**config.mk**
```make
export PLATFORM = sky130hd
export DESIGN_NAME = slide_unit
export DESIGN_NICKNAME = d
export VERILOG_FILES = /design/src/slide_pkg.sv /design/src/slide_engine.sv /design/src/slide_insn_queue.sv /design/src/slide_result_queue.sv /design/src/slide_unit.sv
export SDC_FILE = /design/constraint.sdc
export NUM_CORES = 2
export LEC_CHECK = 0
export BUFFER_PORTS_ARGS = -buffer_cell sky130_fd_sc_hd__buf_4
export CORE_MARGIN = 3
export CORE_UTILIZATION = 35
export CTS_CLUSTER_SIZE = 20
export DETAILED_ROUTE_END_ITERATION = 6
export GPL_TIMING_DRIVEN = 0
export PLACE_DENSITY = 0.49
export SYNTH_ARGS = -nofsm -noshare
export SYNTH_HDL_FRONTEND = slang
export SYNTH_HIERARCHICAL = 1
export SYNTH_SLANG_ARGS = --single-unit
export TNS_END_PERCENT = 5
```
**constraint.sdc**
```tcl
create_clock -name clk_i -period 33 [get_ports clk_i]
set_input_delay 1.65 -clock clk_i [delete_from_list [all_inputs] [get_ports clk_i]]
set_output_delay 1.65 -clock clk_i [all_outputs]
set_load 0.03 [all_outputs]
```
**src/slide_pkg.sv**
```systemverilog
// Slide unit shared definitions
// Sizes, operation encodings and the beat layout used by the
// instruction queue, the slide engine and the result queue
package slide_pkg;

  // Datapath geometry
  localparam int unsigned nr_lanes      = 4;
  localparam int unsigned lane_bytes    = 8;
  localparam int unsigned beat_bytes    = nr_lanes * lane_bytes;
  localparam int unsigned beats_per_reg = 8;

  // Queue depths
  localparam int unsigned insn_depth    = 2;
  localparam int unsigned result_depth  = 2;

  typedef logic [8*lane_bytes-1:0] lane_word_t;
  typedef logic [lane_bytes-1:0]   lane_be_t;

  // Byte count or byte offset inside one vector, up to 256
  typedef logic [8:0] byte_cnt_t;
  // Register times beats_per_reg plus beat index
  typedef logic [7:0] vaddr_t;
  typedef logic [2:0] insn_id_t;
  // Vector length or offset in elements, 0 to 32
  typedef logic [5:0] vl_t;
  // Vector register number
  typedef logic [4:0] vreg_t;

  // Encoded as log2 of the element size in bytes
  typedef enum logic [1:0] {
    ew8  = 2'd0,
    ew16 = 2'd1,
    ew32 = 2'd2,
    ew64 = 2'd3
  } sew_e;

  typedef enum logic {
    op_slideup   = 1'b0,
    op_slidedown = 1'b1
  } slide_op_e;

  // One beat across all lanes
  // Lanes see the word view, the engine moves bytes through the byte view
  typedef union packed {
    lane_word_t [nr_lanes-1:0]     word;
    logic [beat_bytes-1:0][7:0]    bytes;
  } beat_u;

  typedef logic [beat_bytes-1:0] beat_be_t;

endpackage

```
**src/slide_engine.sv**
```systemverilog
// Slide engine
// Idle/run FSM that takes operand beats in order and moves their
// bytes by the slide offset into result beats with byte enables
`timescale 1ns/1ps

module slide_engine (
  input  logic                 clk_i,
  input  logic                 rst_ni,
  // Issue instruction
  input  logic                 issue_valid_i,
  input  slide_pkg::slide_op_e issue_op_i,
  input  slide_pkg::sew_e      issue_sew_i,
  input  slide_pkg::byte_cnt_t issue_len_i,
  input  slide_pkg::byte_cnt_t issue_offset_i,
  input  slide_pkg::vreg_t     issue_vd_i,
  input  slide_pkg::insn_id_t  issue_id_i,
  output logic                 issue_done_o,
  // Operand beats from the lanes
  input  slide_pkg::beat_u     operand_i,
  input  logic                 operand_valid_i,
  output logic                 operand_ready_o,
  // Result queue write port
  input  logic                 rq_full_i,
  output logic                 rq_write_o,
  output slide_pkg::beat_u     rq_beat_o,
  output slide_pkg::beat_be_t  rq_be_o,
  output slide_pkg::vaddr_t    rq_addr_o,
  output slide_pkg::insn_id_t  rq_id_o,
  output logic                 rq_last_o
);

  typedef enum logic {
    st_idle,
    st_run
  } state_e;

  state_e state_q, state_d;

  // Byte pointers into the operand and the result beat
  slide_pkg::byte_cnt_t in_pnt_q, in_pnt_d;
  slide_pkg::byte_cnt_t out_pnt_q, out_pnt_d;
  // Bytes still to copy
  slide_pkg::byte_cnt_t cnt_q, cnt_d;
  slide_pkg::vaddr_t    vrf_pnt_q, vrf_pnt_d;

  // Partly filled result beat
  slide_pkg::beat_u     acc_q, acc_d;
  slide_pkg::beat_be_t  acc_be_q, acc_be_d;

  slide_pkg::beat_u     shifted;
  slide_pkg::beat_be_t  new_be;
  slide_pkg::byte_cnt_t in_room, out_room, step, copy_n;
  logic                 skip, go, last;

  assign rq_addr_o = vrf_pnt_q;
  assign rq_id_o   = issue_id_i;

  always_comb begin
    state_d   = state_q;
    in_pnt_d  = in_pnt_q;
    out_pnt_d = out_pnt_q;
    cnt_d     = cnt_q;
    vrf_pnt_d = vrf_pnt_q;
    acc_d     = acc_q;
    acc_be_d  = acc_be_q;

    operand_ready_o = 1'b0;
    issue_done_o    = 1'b0;
    rq_write_o      = 1'b0;
    rq_last_o       = 1'b0;

    // Bytes left in the operand and in the result beat
    in_room  = slide_pkg::byte_cnt_t'(slide_pkg::beat_bytes) - in_pnt_q;
    out_room = slide_pkg::byte_cnt_t'(slide_pkg::beat_bytes) - out_pnt_q;
    step     = (in_room < out_room) ? in_room : out_room;
    copy_n   = (cnt_q < step) ? cnt_q : step;
    last     = (cnt_q <= step);

    // Slide-down with a large offset drops whole leading beats
    skip = (state_q == st_run) && (in_pnt_q >= slide_pkg::beat_bytes);
    go   = (state_q == st_run) && !skip && operand_valid_i && !rq_full_i;

    // Line up the source bytes with the output pointer
    shifted = (operand_i >> (8 * in_pnt_q)) << (8 * out_pnt_q);
    new_be  = ~(slide_pkg::beat_be_t'('1) << copy_n);
    new_be  = new_be << out_pnt_q;

    // Merge the new bytes into the partial beat
    rq_be_o = acc_be_q | new_be;
    for (int b = 0; b < slide_pkg::beat_bytes; b++) begin
      rq_beat_o.bytes[b] = new_be[b] ? shifted.bytes[b] : acc_q.bytes[b];
    end

    unique case (state_q)
      st_idle: begin
        if (issue_valid_i) begin
          state_d   = st_run;
          acc_be_d  = '0;
          cnt_d     = issue_len_i - issue_offset_i;
          vrf_pnt_d = slide_pkg::vaddr_t'(issue_vd_i * slide_pkg::beats_per_reg);
          if (issue_op_i == slide_pkg::op_slideup) begin
            // Read from byte 0, write from the offset onwards
            in_pnt_d  = '0;
            out_pnt_d = slide_pkg::byte_cnt_t'(issue_offset_i % slide_pkg::beat_bytes);
            vrf_pnt_d = vrf_pnt_d
                      + slide_pkg::vaddr_t'(issue_offset_i / slide_pkg::beat_bytes);
          end else begin
            // Read from the offset, write from byte 0
            in_pnt_d  = issue_offset_i;
            out_pnt_d = '0;
          end
        end
      end
      st_run: begin
        if (skip) begin
          if (operand_valid_i) begin
            operand_ready_o = 1'b1;
            in_pnt_d        = in_pnt_q - slide_pkg::byte_cnt_t'(slide_pkg::beat_bytes);
          end
        end else if (go) begin
          in_pnt_d  = in_pnt_q + step;
          out_pnt_d = out_pnt_q + step;
          cnt_d     = cnt_q - copy_n;
          acc_d     = rq_beat_o;
          acc_be_d  = rq_be_o;
          // Operand used up
          if (last || in_pnt_d == slide_pkg::beat_bytes) begin
            in_pnt_d        = '0;
            operand_ready_o = 1'b1;
          end
          // Result beat complete
          if (last || out_pnt_d == slide_pkg::beat_bytes) begin
            out_pnt_d  = '0;
            rq_write_o = 1'b1;
            acc_be_d   = '0;
            vrf_pnt_d  = vrf_pnt_q + 1'b1;
          end
          if (last) begin
            state_d      = st_idle;
            issue_done_o = 1'b1;
            rq_last_o    = 1'b1;
          end
        end
      end
      default: begin
        state_d = st_idle;
      end
    endcase
  end

  always_ff @(posedge clk_i or negedge rst_ni) begin
    if (!rst_ni) begin
      state_q   <= st_idle;
      in_pnt_q  <= '0;
      out_pnt_q <= '0;
      cnt_q     <= '0;
      vrf_pnt_q <= '0;
      acc_be_q  <= '0;
    end else begin
      state_q   <= state_d;
      in_pnt_q  <= in_pnt_d;
      out_pnt_q <= out_pnt_d;
      cnt_q     <= cnt_d;
      vrf_pnt_q <= vrf_pnt_d;
      acc_be_q  <= acc_be_d;
    end
  end

  // Partial beat data
  always_ff @(posedge clk_i) begin
    acc_q <= acc_d;
  end

  a_no_write_full: assert property (@(posedge clk_i) disable iff (!rst_ni)
    rq_write_o |-> !rq_full_i);

  a_state_legal: assert property (@(posedge clk_i) disable iff (!rst_ni)
    state_q inside {st_idle, st_run});

endmodule

```
**src/slide_insn_queue.sv**
```systemverilog
// Slide instruction queue
// Two-entry circular buffer with accept, issue and commit pointers.
// Converts length and offset to bytes and reports completion in order
`timescale 1ns/1ps

module slide_insn_queue (
  input  logic                 clk_i,
  input  logic                 rst_ni,
  // Sequencer request
  input  logic                 req_valid_i,
  output logic                 req_ready_o,
  input  slide_pkg::slide_op_e req_op_i,
  input  slide_pkg::sew_e      req_sew_i,
  input  slide_pkg::vl_t       req_vl_i,
  input  slide_pkg::vl_t       req_offset_i,
  input  slide_pkg::vreg_t     req_vd_i,
  input  slide_pkg::insn_id_t  req_id_i,
  // Issue side towards the engine
  output logic                 issue_valid_o,
  output slide_pkg::slide_op_e issue_op_o,
  output slide_pkg::sew_e      issue_sew_o,
  output slide_pkg::byte_cnt_t issue_len_o,
  output slide_pkg::byte_cnt_t issue_offset_o,
  output slide_pkg::vreg_t     issue_vd_o,
  output slide_pkg::insn_id_t  issue_id_o,
  input  logic                 issue_done_i,
  // Commit side from the result queue
  input  logic                 retire_last_i,
  output logic                 done_valid_o,
  output slide_pkg::insn_id_t  done_id_o
);

  // Stored instructions
  slide_pkg::slide_op_e op_q  [slide_pkg::insn_depth];
  slide_pkg::sew_e      sew_q [slide_pkg::insn_depth];
  slide_pkg::byte_cnt_t len_q [slide_pkg::insn_depth];
  slide_pkg::byte_cnt_t off_q [slide_pkg::insn_depth];
  slide_pkg::vreg_t     vd_q  [slide_pkg::insn_depth];
  slide_pkg::insn_id_t  id_q  [slide_pkg::insn_depth];

  // One pointer per phase
  logic [$clog2(slide_pkg::insn_depth)-1:0] accept_pnt_q;
  logic [$clog2(slide_pkg::insn_depth)-1:0] issue_pnt_q;
  logic [$clog2(slide_pkg::insn_depth)-1:0] commit_pnt_q;
  // Entries waiting to issue and to commit
  logic [$clog2(slide_pkg::insn_depth):0]   issue_cnt_q;
  logic [$clog2(slide_pkg::insn_depth):0]   commit_cnt_q;

  logic                accept;
  logic                done_valid_q;
  slide_pkg::insn_id_t done_id_q;

  // Full only counts entries not yet committed
  assign req_ready_o = (commit_cnt_q != slide_pkg::insn_depth);
  assign accept      = req_valid_i && req_ready_o;

  assign issue_valid_o  = (issue_cnt_q != '0);
  assign issue_op_o     = op_q[issue_pnt_q];
  assign issue_sew_o    = sew_q[issue_pnt_q];
  assign issue_len_o    = len_q[issue_pnt_q];
  assign issue_offset_o = off_q[issue_pnt_q];
  assign issue_vd_o     = vd_q[issue_pnt_q];
  assign issue_id_o     = id_q[issue_pnt_q];

  assign done_valid_o = done_valid_q;
  assign done_id_o    = done_id_q;

  // Entry storage and done id
  always_ff @(posedge clk_i) begin
    if (accept) begin
      op_q[accept_pnt_q]  <= req_op_i;
      sew_q[accept_pnt_q] <= req_sew_i;
      // Elements to bytes
      len_q[accept_pnt_q] <= slide_pkg::byte_cnt_t'(req_vl_i) << req_sew_i;
      off_q[accept_pnt_q] <= slide_pkg::byte_cnt_t'(req_offset_i) << req_sew_i;
      vd_q[accept_pnt_q]  <= req_vd_i;
      id_q[accept_pnt_q]  <= req_id_i;
    end
    if (retire_last_i) begin
      done_id_q <= id_q[commit_pnt_q];
    end
  end

  // Pointers and counters
  always_ff @(posedge clk_i or negedge rst_ni) begin
    if (!rst_ni) begin
      accept_pnt_q <= '0;
      issue_pnt_q  <= '0;
      commit_pnt_q <= '0;
      issue_cnt_q  <= '0;
      commit_cnt_q <= '0;
      done_valid_q <= 1'b0;
    end else begin
      if (accept) begin
        accept_pnt_q <= accept_pnt_q + 1'b1;
      end
      if (issue_done_i) begin
        issue_pnt_q <= issue_pnt_q + 1'b1;
      end
      if (retire_last_i) begin
        commit_pnt_q <= commit_pnt_q + 1'b1;
      end
      issue_cnt_q  <= issue_cnt_q + accept - issue_done_i;
      commit_cnt_q <= commit_cnt_q + accept - retire_last_i;
      // One cycle after the last entry retired
      done_valid_q <= retire_last_i;
    end
  end

  // The result queue only retires beats of instructions held here
  a_retire_pending: assert property (@(posedge clk_i) disable iff (!rst_ni)
    retire_last_i |-> (commit_cnt_q != '0));

  a_offset_in_range: assert property (@(posedge clk_i) disable iff (!rst_ni)
    accept |-> (req_offset_i < req_vl_i));

endmodule

```
**src/slide_result_queue.sv**
```systemverilog
// Slide result queue
// Two-entry buffer of result beats with one request per lane.
// An entry retires once every lane has been granted
`timescale 1ns/1ps

module slide_result_queue (
  input  logic                                         clk_i,
  input  logic                                         rst_ni,
  // Write port from the engine
  input  logic                                         rq_write_i,
  input  slide_pkg::beat_u                             rq_beat_i,
  input  slide_pkg::beat_be_t                          rq_be_i,
  input  slide_pkg::vaddr_t                            rq_addr_i,
  input  slide_pkg::insn_id_t                          rq_id_i,
  input  logic                                         rq_last_i,
  output logic                                         rq_full_o,
  // Lane write port
  output logic                [slide_pkg::nr_lanes-1:0] result_req_o,
  output slide_pkg::vaddr_t                            result_addr_o,
  output slide_pkg::insn_id_t                          result_id_o,
  output slide_pkg::lane_word_t [slide_pkg::nr_lanes-1:0] result_wdata_o,
  output slide_pkg::lane_be_t [slide_pkg::nr_lanes-1:0] result_be_o,
  input  logic                [slide_pkg::nr_lanes-1:0] result_gnt_i,
  // Last beat of an instruction has left
  output logic                                         retire_last_o
);

  // Entry payload
  slide_pkg::beat_u     data_q [slide_pkg::result_depth];
  slide_pkg::beat_be_t  be_q   [slide_pkg::result_depth];
  slide_pkg::vaddr_t    addr_q [slide_pkg::result_depth];
  slide_pkg::insn_id_t  id_q   [slide_pkg::result_depth];
  logic                 last_q [slide_pkg::result_depth];

  // Pending lane requests per entry
  logic [slide_pkg::nr_lanes-1:0] valid_q [slide_pkg::result_depth];

  logic [$clog2(slide_pkg::result_depth)-1:0] wr_pnt_q, rd_pnt_q;
  logic [$clog2(slide_pkg::result_depth):0]   cnt_q;
  logic                                        retire;
  logic                                        retire_last_q;

  assign rq_full_o = (cnt_q == slide_pkg::result_depth);

  // Head entry drives the lanes
  assign result_req_o   = valid_q[rd_pnt_q];
  assign result_addr_o  = addr_q[rd_pnt_q];
  assign result_id_o    = id_q[rd_pnt_q];
  assign result_wdata_o = data_q[rd_pnt_q].word;
  // Byte b sits in lane b/8
  assign result_be_o    = be_q[rd_pnt_q];

  // No lane left pending after this cycle's grants
  assign retire = (cnt_q != '0) && ((valid_q[rd_pnt_q] & ~result_gnt_i) == '0);

  assign retire_last_o = retire_last_q;

  always_ff @(posedge clk_i) begin
    if (rq_write_i) begin
      data_q[wr_pnt_q] <= rq_beat_i;
      be_q[wr_pnt_q]   <= rq_be_i;
      addr_q[wr_pnt_q] <= rq_addr_i;
      id_q[wr_pnt_q]   <= rq_id_i;
      last_q[wr_pnt_q] <= rq_last_i;
    end
  end

  always_ff @(posedge clk_i or negedge rst_ni) begin
    if (!rst_ni) begin
      valid_q       <= '{default: '0};
      wr_pnt_q      <= '0;
      rd_pnt_q      <= '0;
      cnt_q         <= '0;
      retire_last_q <= 1'b0;
    end else begin
      // Granted lanes drop their request
      valid_q[rd_pnt_q] <= valid_q[rd_pnt_q] & ~result_gnt_i;
      // A new entry requests on every lane
      if (rq_write_i) begin
        valid_q[wr_pnt_q] <= '1;
        wr_pnt_q          <= wr_pnt_q + 1'b1;
      end
      if (retire) begin
        rd_pnt_q <= rd_pnt_q + 1'b1;
      end
      cnt_q         <= cnt_q + rq_write_i - retire;
      retire_last_q <= retire && last_q[rd_pnt_q];
    end
  end

  a_gnt_with_req: assert property (@(posedge clk_i) disable iff (!rst_ni)
    (result_gnt_i & ~result_req_o) == '0);

endmodule

```
**src/slide_unit.sv**
```systemverilog
// Vector slide unit top level
// Instruction queue, slide engine and result queue for a four-lane
// vector machine
`timescale 1ns/1ps

module slide_unit (
  input  logic                                           clk_i,
  input  logic                                           rst_ni,
  // Sequencer requests
  input  logic                                           req_valid_i,
  output logic                                           req_ready_o,
  input  slide_pkg::slide_op_e                           req_op_i,
  input  slide_pkg::sew_e                                req_sew_i,
  input  slide_pkg::vl_t                                 req_vl_i,
  input  slide_pkg::vl_t                                 req_offset_i,
  input  slide_pkg::vreg_t                               req_vd_i,
  input  slide_pkg::insn_id_t                            req_id_i,
  // Source operand beats
  input  slide_pkg::beat_u                               operand_i,
  input  logic                                           operand_valid_i,
  output logic                                           operand_ready_o,
  // Lane writes
  output logic                 [slide_pkg::nr_lanes-1:0] result_req_o,
  output slide_pkg::vaddr_t                              result_addr_o,
  output slide_pkg::insn_id_t                            result_id_o,
  output slide_pkg::lane_word_t [slide_pkg::nr_lanes-1:0] result_wdata_o,
  output slide_pkg::lane_be_t  [slide_pkg::nr_lanes-1:0] result_be_o,
  input  logic                 [slide_pkg::nr_lanes-1:0] result_gnt_i,
  // Completion
  output logic                                           done_valid_o,
  output slide_pkg::insn_id_t                            done_id_o
);

  // Issue instruction
  logic                 issue_valid;
  slide_pkg::slide_op_e issue_op;
  slide_pkg::sew_e      issue_sew;
  slide_pkg::byte_cnt_t issue_len;
  slide_pkg::byte_cnt_t issue_offset;
  slide_pkg::vreg_t     issue_vd;
  slide_pkg::insn_id_t  issue_id;
  logic                 issue_done;

  // Engine to result queue
  logic                 rq_write;
  slide_pkg::beat_u     rq_beat;
  slide_pkg::beat_be_t  rq_be;
  slide_pkg::vaddr_t    rq_addr;
  slide_pkg::insn_id_t  rq_id;
  logic                 rq_last;
  logic                 rq_full;
  logic                 retire_last;

  slide_insn_queue u_insn_queue (
    .clk_i, .rst_ni,
    .req_valid_i, .req_ready_o, .req_op_i, .req_sew_i,
    .req_vl_i, .req_offset_i, .req_vd_i, .req_id_i,
    .issue_valid_o  (issue_valid),
    .issue_op_o     (issue_op),
    .issue_sew_o    (issue_sew),
    .issue_len_o    (issue_len),
    .issue_offset_o (issue_offset),
    .issue_vd_o     (issue_vd),
    .issue_id_o     (issue_id),
    .issue_done_i   (issue_done),
    .retire_last_i  (retire_last),
    .done_valid_o, .done_id_o
  );

  slide_engine u_engine (
    .clk_i, .rst_ni,
    .issue_valid_i  (issue_valid),
    .issue_op_i     (issue_op),
    .issue_sew_i    (issue_sew),
    .issue_len_i    (issue_len),
    .issue_offset_i (issue_offset),
    .issue_vd_i     (issue_vd),
    .issue_id_i     (issue_id),
    .issue_done_o   (issue_done),
    .operand_i, .operand_valid_i, .operand_ready_o,
    .rq_full_i      (rq_full),
    .rq_write_o     (rq_write),
    .rq_beat_o      (rq_beat),
    .rq_be_o        (rq_be),
    .rq_addr_o      (rq_addr),
    .rq_id_o        (rq_id),
    .rq_last_o      (rq_last)
  );

  slide_result_queue u_result_queue (
    .clk_i, .rst_ni,
    .rq_write_i     (rq_write),
    .rq_beat_i      (rq_beat),
    .rq_be_i        (rq_be),
    .rq_addr_i      (rq_addr),
    .rq_id_i        (rq_id),
    .rq_last_i      (rq_last),
    .rq_full_o      (rq_full),
    .result_req_o, .result_addr_o, .result_id_o,
    .result_wdata_o, .result_be_o, .result_gnt_i,
    .retire_last_o  (retire_last)
  );

endmodule

```
==> reports/summary.txt <==
status: finished, violations left
failing checks: design-rule violations, max-capacitance violations, max-slew violations
CTS Buf Count: 98
initial antenna violation count: 47
Tmin final: 15800 ps
Final Hold Viols: 0
Hold WC Path Type: reg2reg
DRT iter0 DRCs: 14110
setup slack, reg-to-reg: 17200 ps
die area: 203000 um2
slowest CP cell: buf_1
DRT Pass-1 Iters: 7
period utilization: 47.88%
setup slack after layout: 17200 ps
first-pass GRT wire length: 714800 um
I/O pin count: 596
RSZ-0062 raised after global routing: no
# DRC: 2
Worst Tran Pin Value: 1740 ps
crit path from: u_engine/out_pnt_q[0]
H-tree depth: 3
syn_area_per_cell: 10.44 um2
Synth Warn #: 6
pin count of the biggest net entering global routing: 126
total gr overflow: 0
Crit Path Class: reg2reg
detail-routed via count per cell: 7.300
Initial Util: 35.36%
# setup viols final: 0
vias in the first global route: 69170
Max Fclk: 63.28 MHz
CP startpoint kind: flip-flop
final core utilization: 41.52%
cts hold-fix bufs: 0
nets@finish: 7713
crit path capture type: flip-flop
floorplan row count: 162
IO Port Bufs: 594
share of layout cells above drive strength 1: 25.39%
Antenna Nets Post-Route: 0
Syn Inst Count: 6624
core area: 195600 um2
CP arrival: 16200 ps
Max-slew headroom: -16.01%
Post-CTS Setup Bufs: 0
Worst Setup EP: u_result_queue/data_q[0][180]
Die Y: 450.5 um
Final Wtd Congestion: 1.111
WL per Instance: 55.54 um
Crit path largest cell delay: 1160 ps
final setup TNS: 0 ps
Clock Pin Slew Worst Setup and Hold Paths: 60 ps
Max FO, Critical Path: 10
Syn Nets: 6978
Worst Path Required: 33400 ps
CTS tree: built
R2R Path Start: u_engine/out_pnt_q[0]
Tot GR Track Use: 53.32%
cts repair resizes: 0
Layout Area Growth over Synthesis: 17.43%
Placed Cells: 9878
final HPWL from detailed placement: 449100 um
final wirelength: 561100 um
pins over their slew limit: 513
non-filler cells, final: 10100
Setup WS pre-CTS: 18140 ps
total number of vias: 73750
CTS Sinks: 1002
Root Buffer: clkbuf_16
Max Buffers Root-to-Sink: 3
r2r worst-path depth: 33
die width: 450.5 um
Max Cap Viol: 62
Skew-Pair Late Insertion Delay: 800 ps
RR Endpoint: u_result_queue/data_q[0][180]
Crit path top cell by count: clkbuf_1
Setup Skew: 73.25 ps
Synth Cell Area: 69160 um2
==> cell usage in the layout, fill, tap and decap left out, types with 32 or more instances in the layout <==
| master | count |
|---|---|
| buf_4 | 618 |
| a31oi_1 | 54 |
| o211ai_1 | 60 |
| o21a_1 | 34 |
| diode_2 | 36 |
| ha_1 | 63 |
| clkbuf_2 | 34 |
| a22oi_1 | 61 |
| o221ai_1 | 36 |
| mux4_2 | 167 |
| clkbuf_16 | 98 |
| clkbuf_1 | 319 |
| a221oi_1 | 84 |
| buf_1 | 92 |
| o22ai_1 | 128 |
| mux2i_1 | 378 |
| a21oi_1 | 470 |
| a21o_1 | 57 |
| xnor2_1 | 39 |
| nand2b_1 | 48 |
| nor3_1 | 160 |
| nor2_1 | 560 |
| buf_2 | 126 |
| and2_1 | 58 |
| nand3_1 | 148 |
| mux2_2 | 618 |
| dfrtp_1 | 89 |
| a211oi_1 | 93 |
| edfxtp_1 | 913 |
| o21ai_0 | 378 |
| nand2_1 | 568 |
| o31ai_1 | 32 |
| inv_1 | 90 |
| a22o_1 | 39 |
| and3_1 | 43 |
==> layout make-up <==
class,count,area (um2)
fill,18650,114400
multi-input combinational,4944,36840
sequential,1002,29640
timing repair buffer,635,5099
tap,2624,3283
clock buffer,112,2515
buffer,578,2467
clock inverter,72,873.3
inverter,100,397.9
antenna,36,90.09
==> worst min-delay path by stage <==
stage                                  from  cells after the start                           end
2_1_floorplan         u_engine/acc_be_q[11]                      2         u_engine/acc_be_q[11]
3_3_place_gp          u_engine/acc_be_q[20]                      2         u_engine/acc_be_q[20]
5_1_grt        u_insn_queue/commit_cnt_q[1]                      1  u_insn_queue/commit_cnt_q[1]
3_5_place_dp          u_engine/acc_be_q[22]                      2         u_engine/acc_be_q[22]
6_report       u_insn_queue/commit_cnt_q[1]                      1  u_insn_queue/commit_cnt_q[1]
4_1_cts               u_engine/acc_be_q[22]                      2         u_engine/acc_be_q[22]
==> worst max-delay path, delay by kind of cell, from the launching register on <==
family	cells	cell delay, ps
buffers and inverters	11	6600
AO/OA/AOI/OAI	9	4240
AND/OR/NAND/NOR	7	1630
multiplexers	2	1290
adder cells (fa/ha/maj)	3	960
flip-flops	1	380
XOR/XNOR	1	290
==> per-stage QoR <==
stage               cell area [um2]  hold slack (ps)
floorplan                     69160            441.3
global placement              76900            453.7
detailed placement            77620            463.9
CTS                           81010            479.9
global route                  81150            497.5
finish                        81210            484.6
==> metal layers <==
layer / wire, um / global-route usage [%]
met3: 65350 / 16.09
met2: 221000 / 73.30
met4: 67330 / 50.13
met1: 207200 / 66.09
met5: 204 / 0.2367
==> registers in the layout, indices dropped and copies added, names as in the netlist, 10 cells and up <==
| signal | flops |
|---|---|
| u_result_queue/data_q | 512 |
| u_engine/acc_q | 256 |
| u_result_queue/be_q | 64 |
| u_engine/acc_be_q | 32 |
| u_insn_queue/len_q | 18 |
| u_insn_queue/off_q | 18 |
| u_result_queue/addr_q | 16 |
| u_insn_queue/vd_q | 10 |
Power is not shown: default switching activity piles up to over one toggle a cycle in this logic, so the estimate is an artifact.
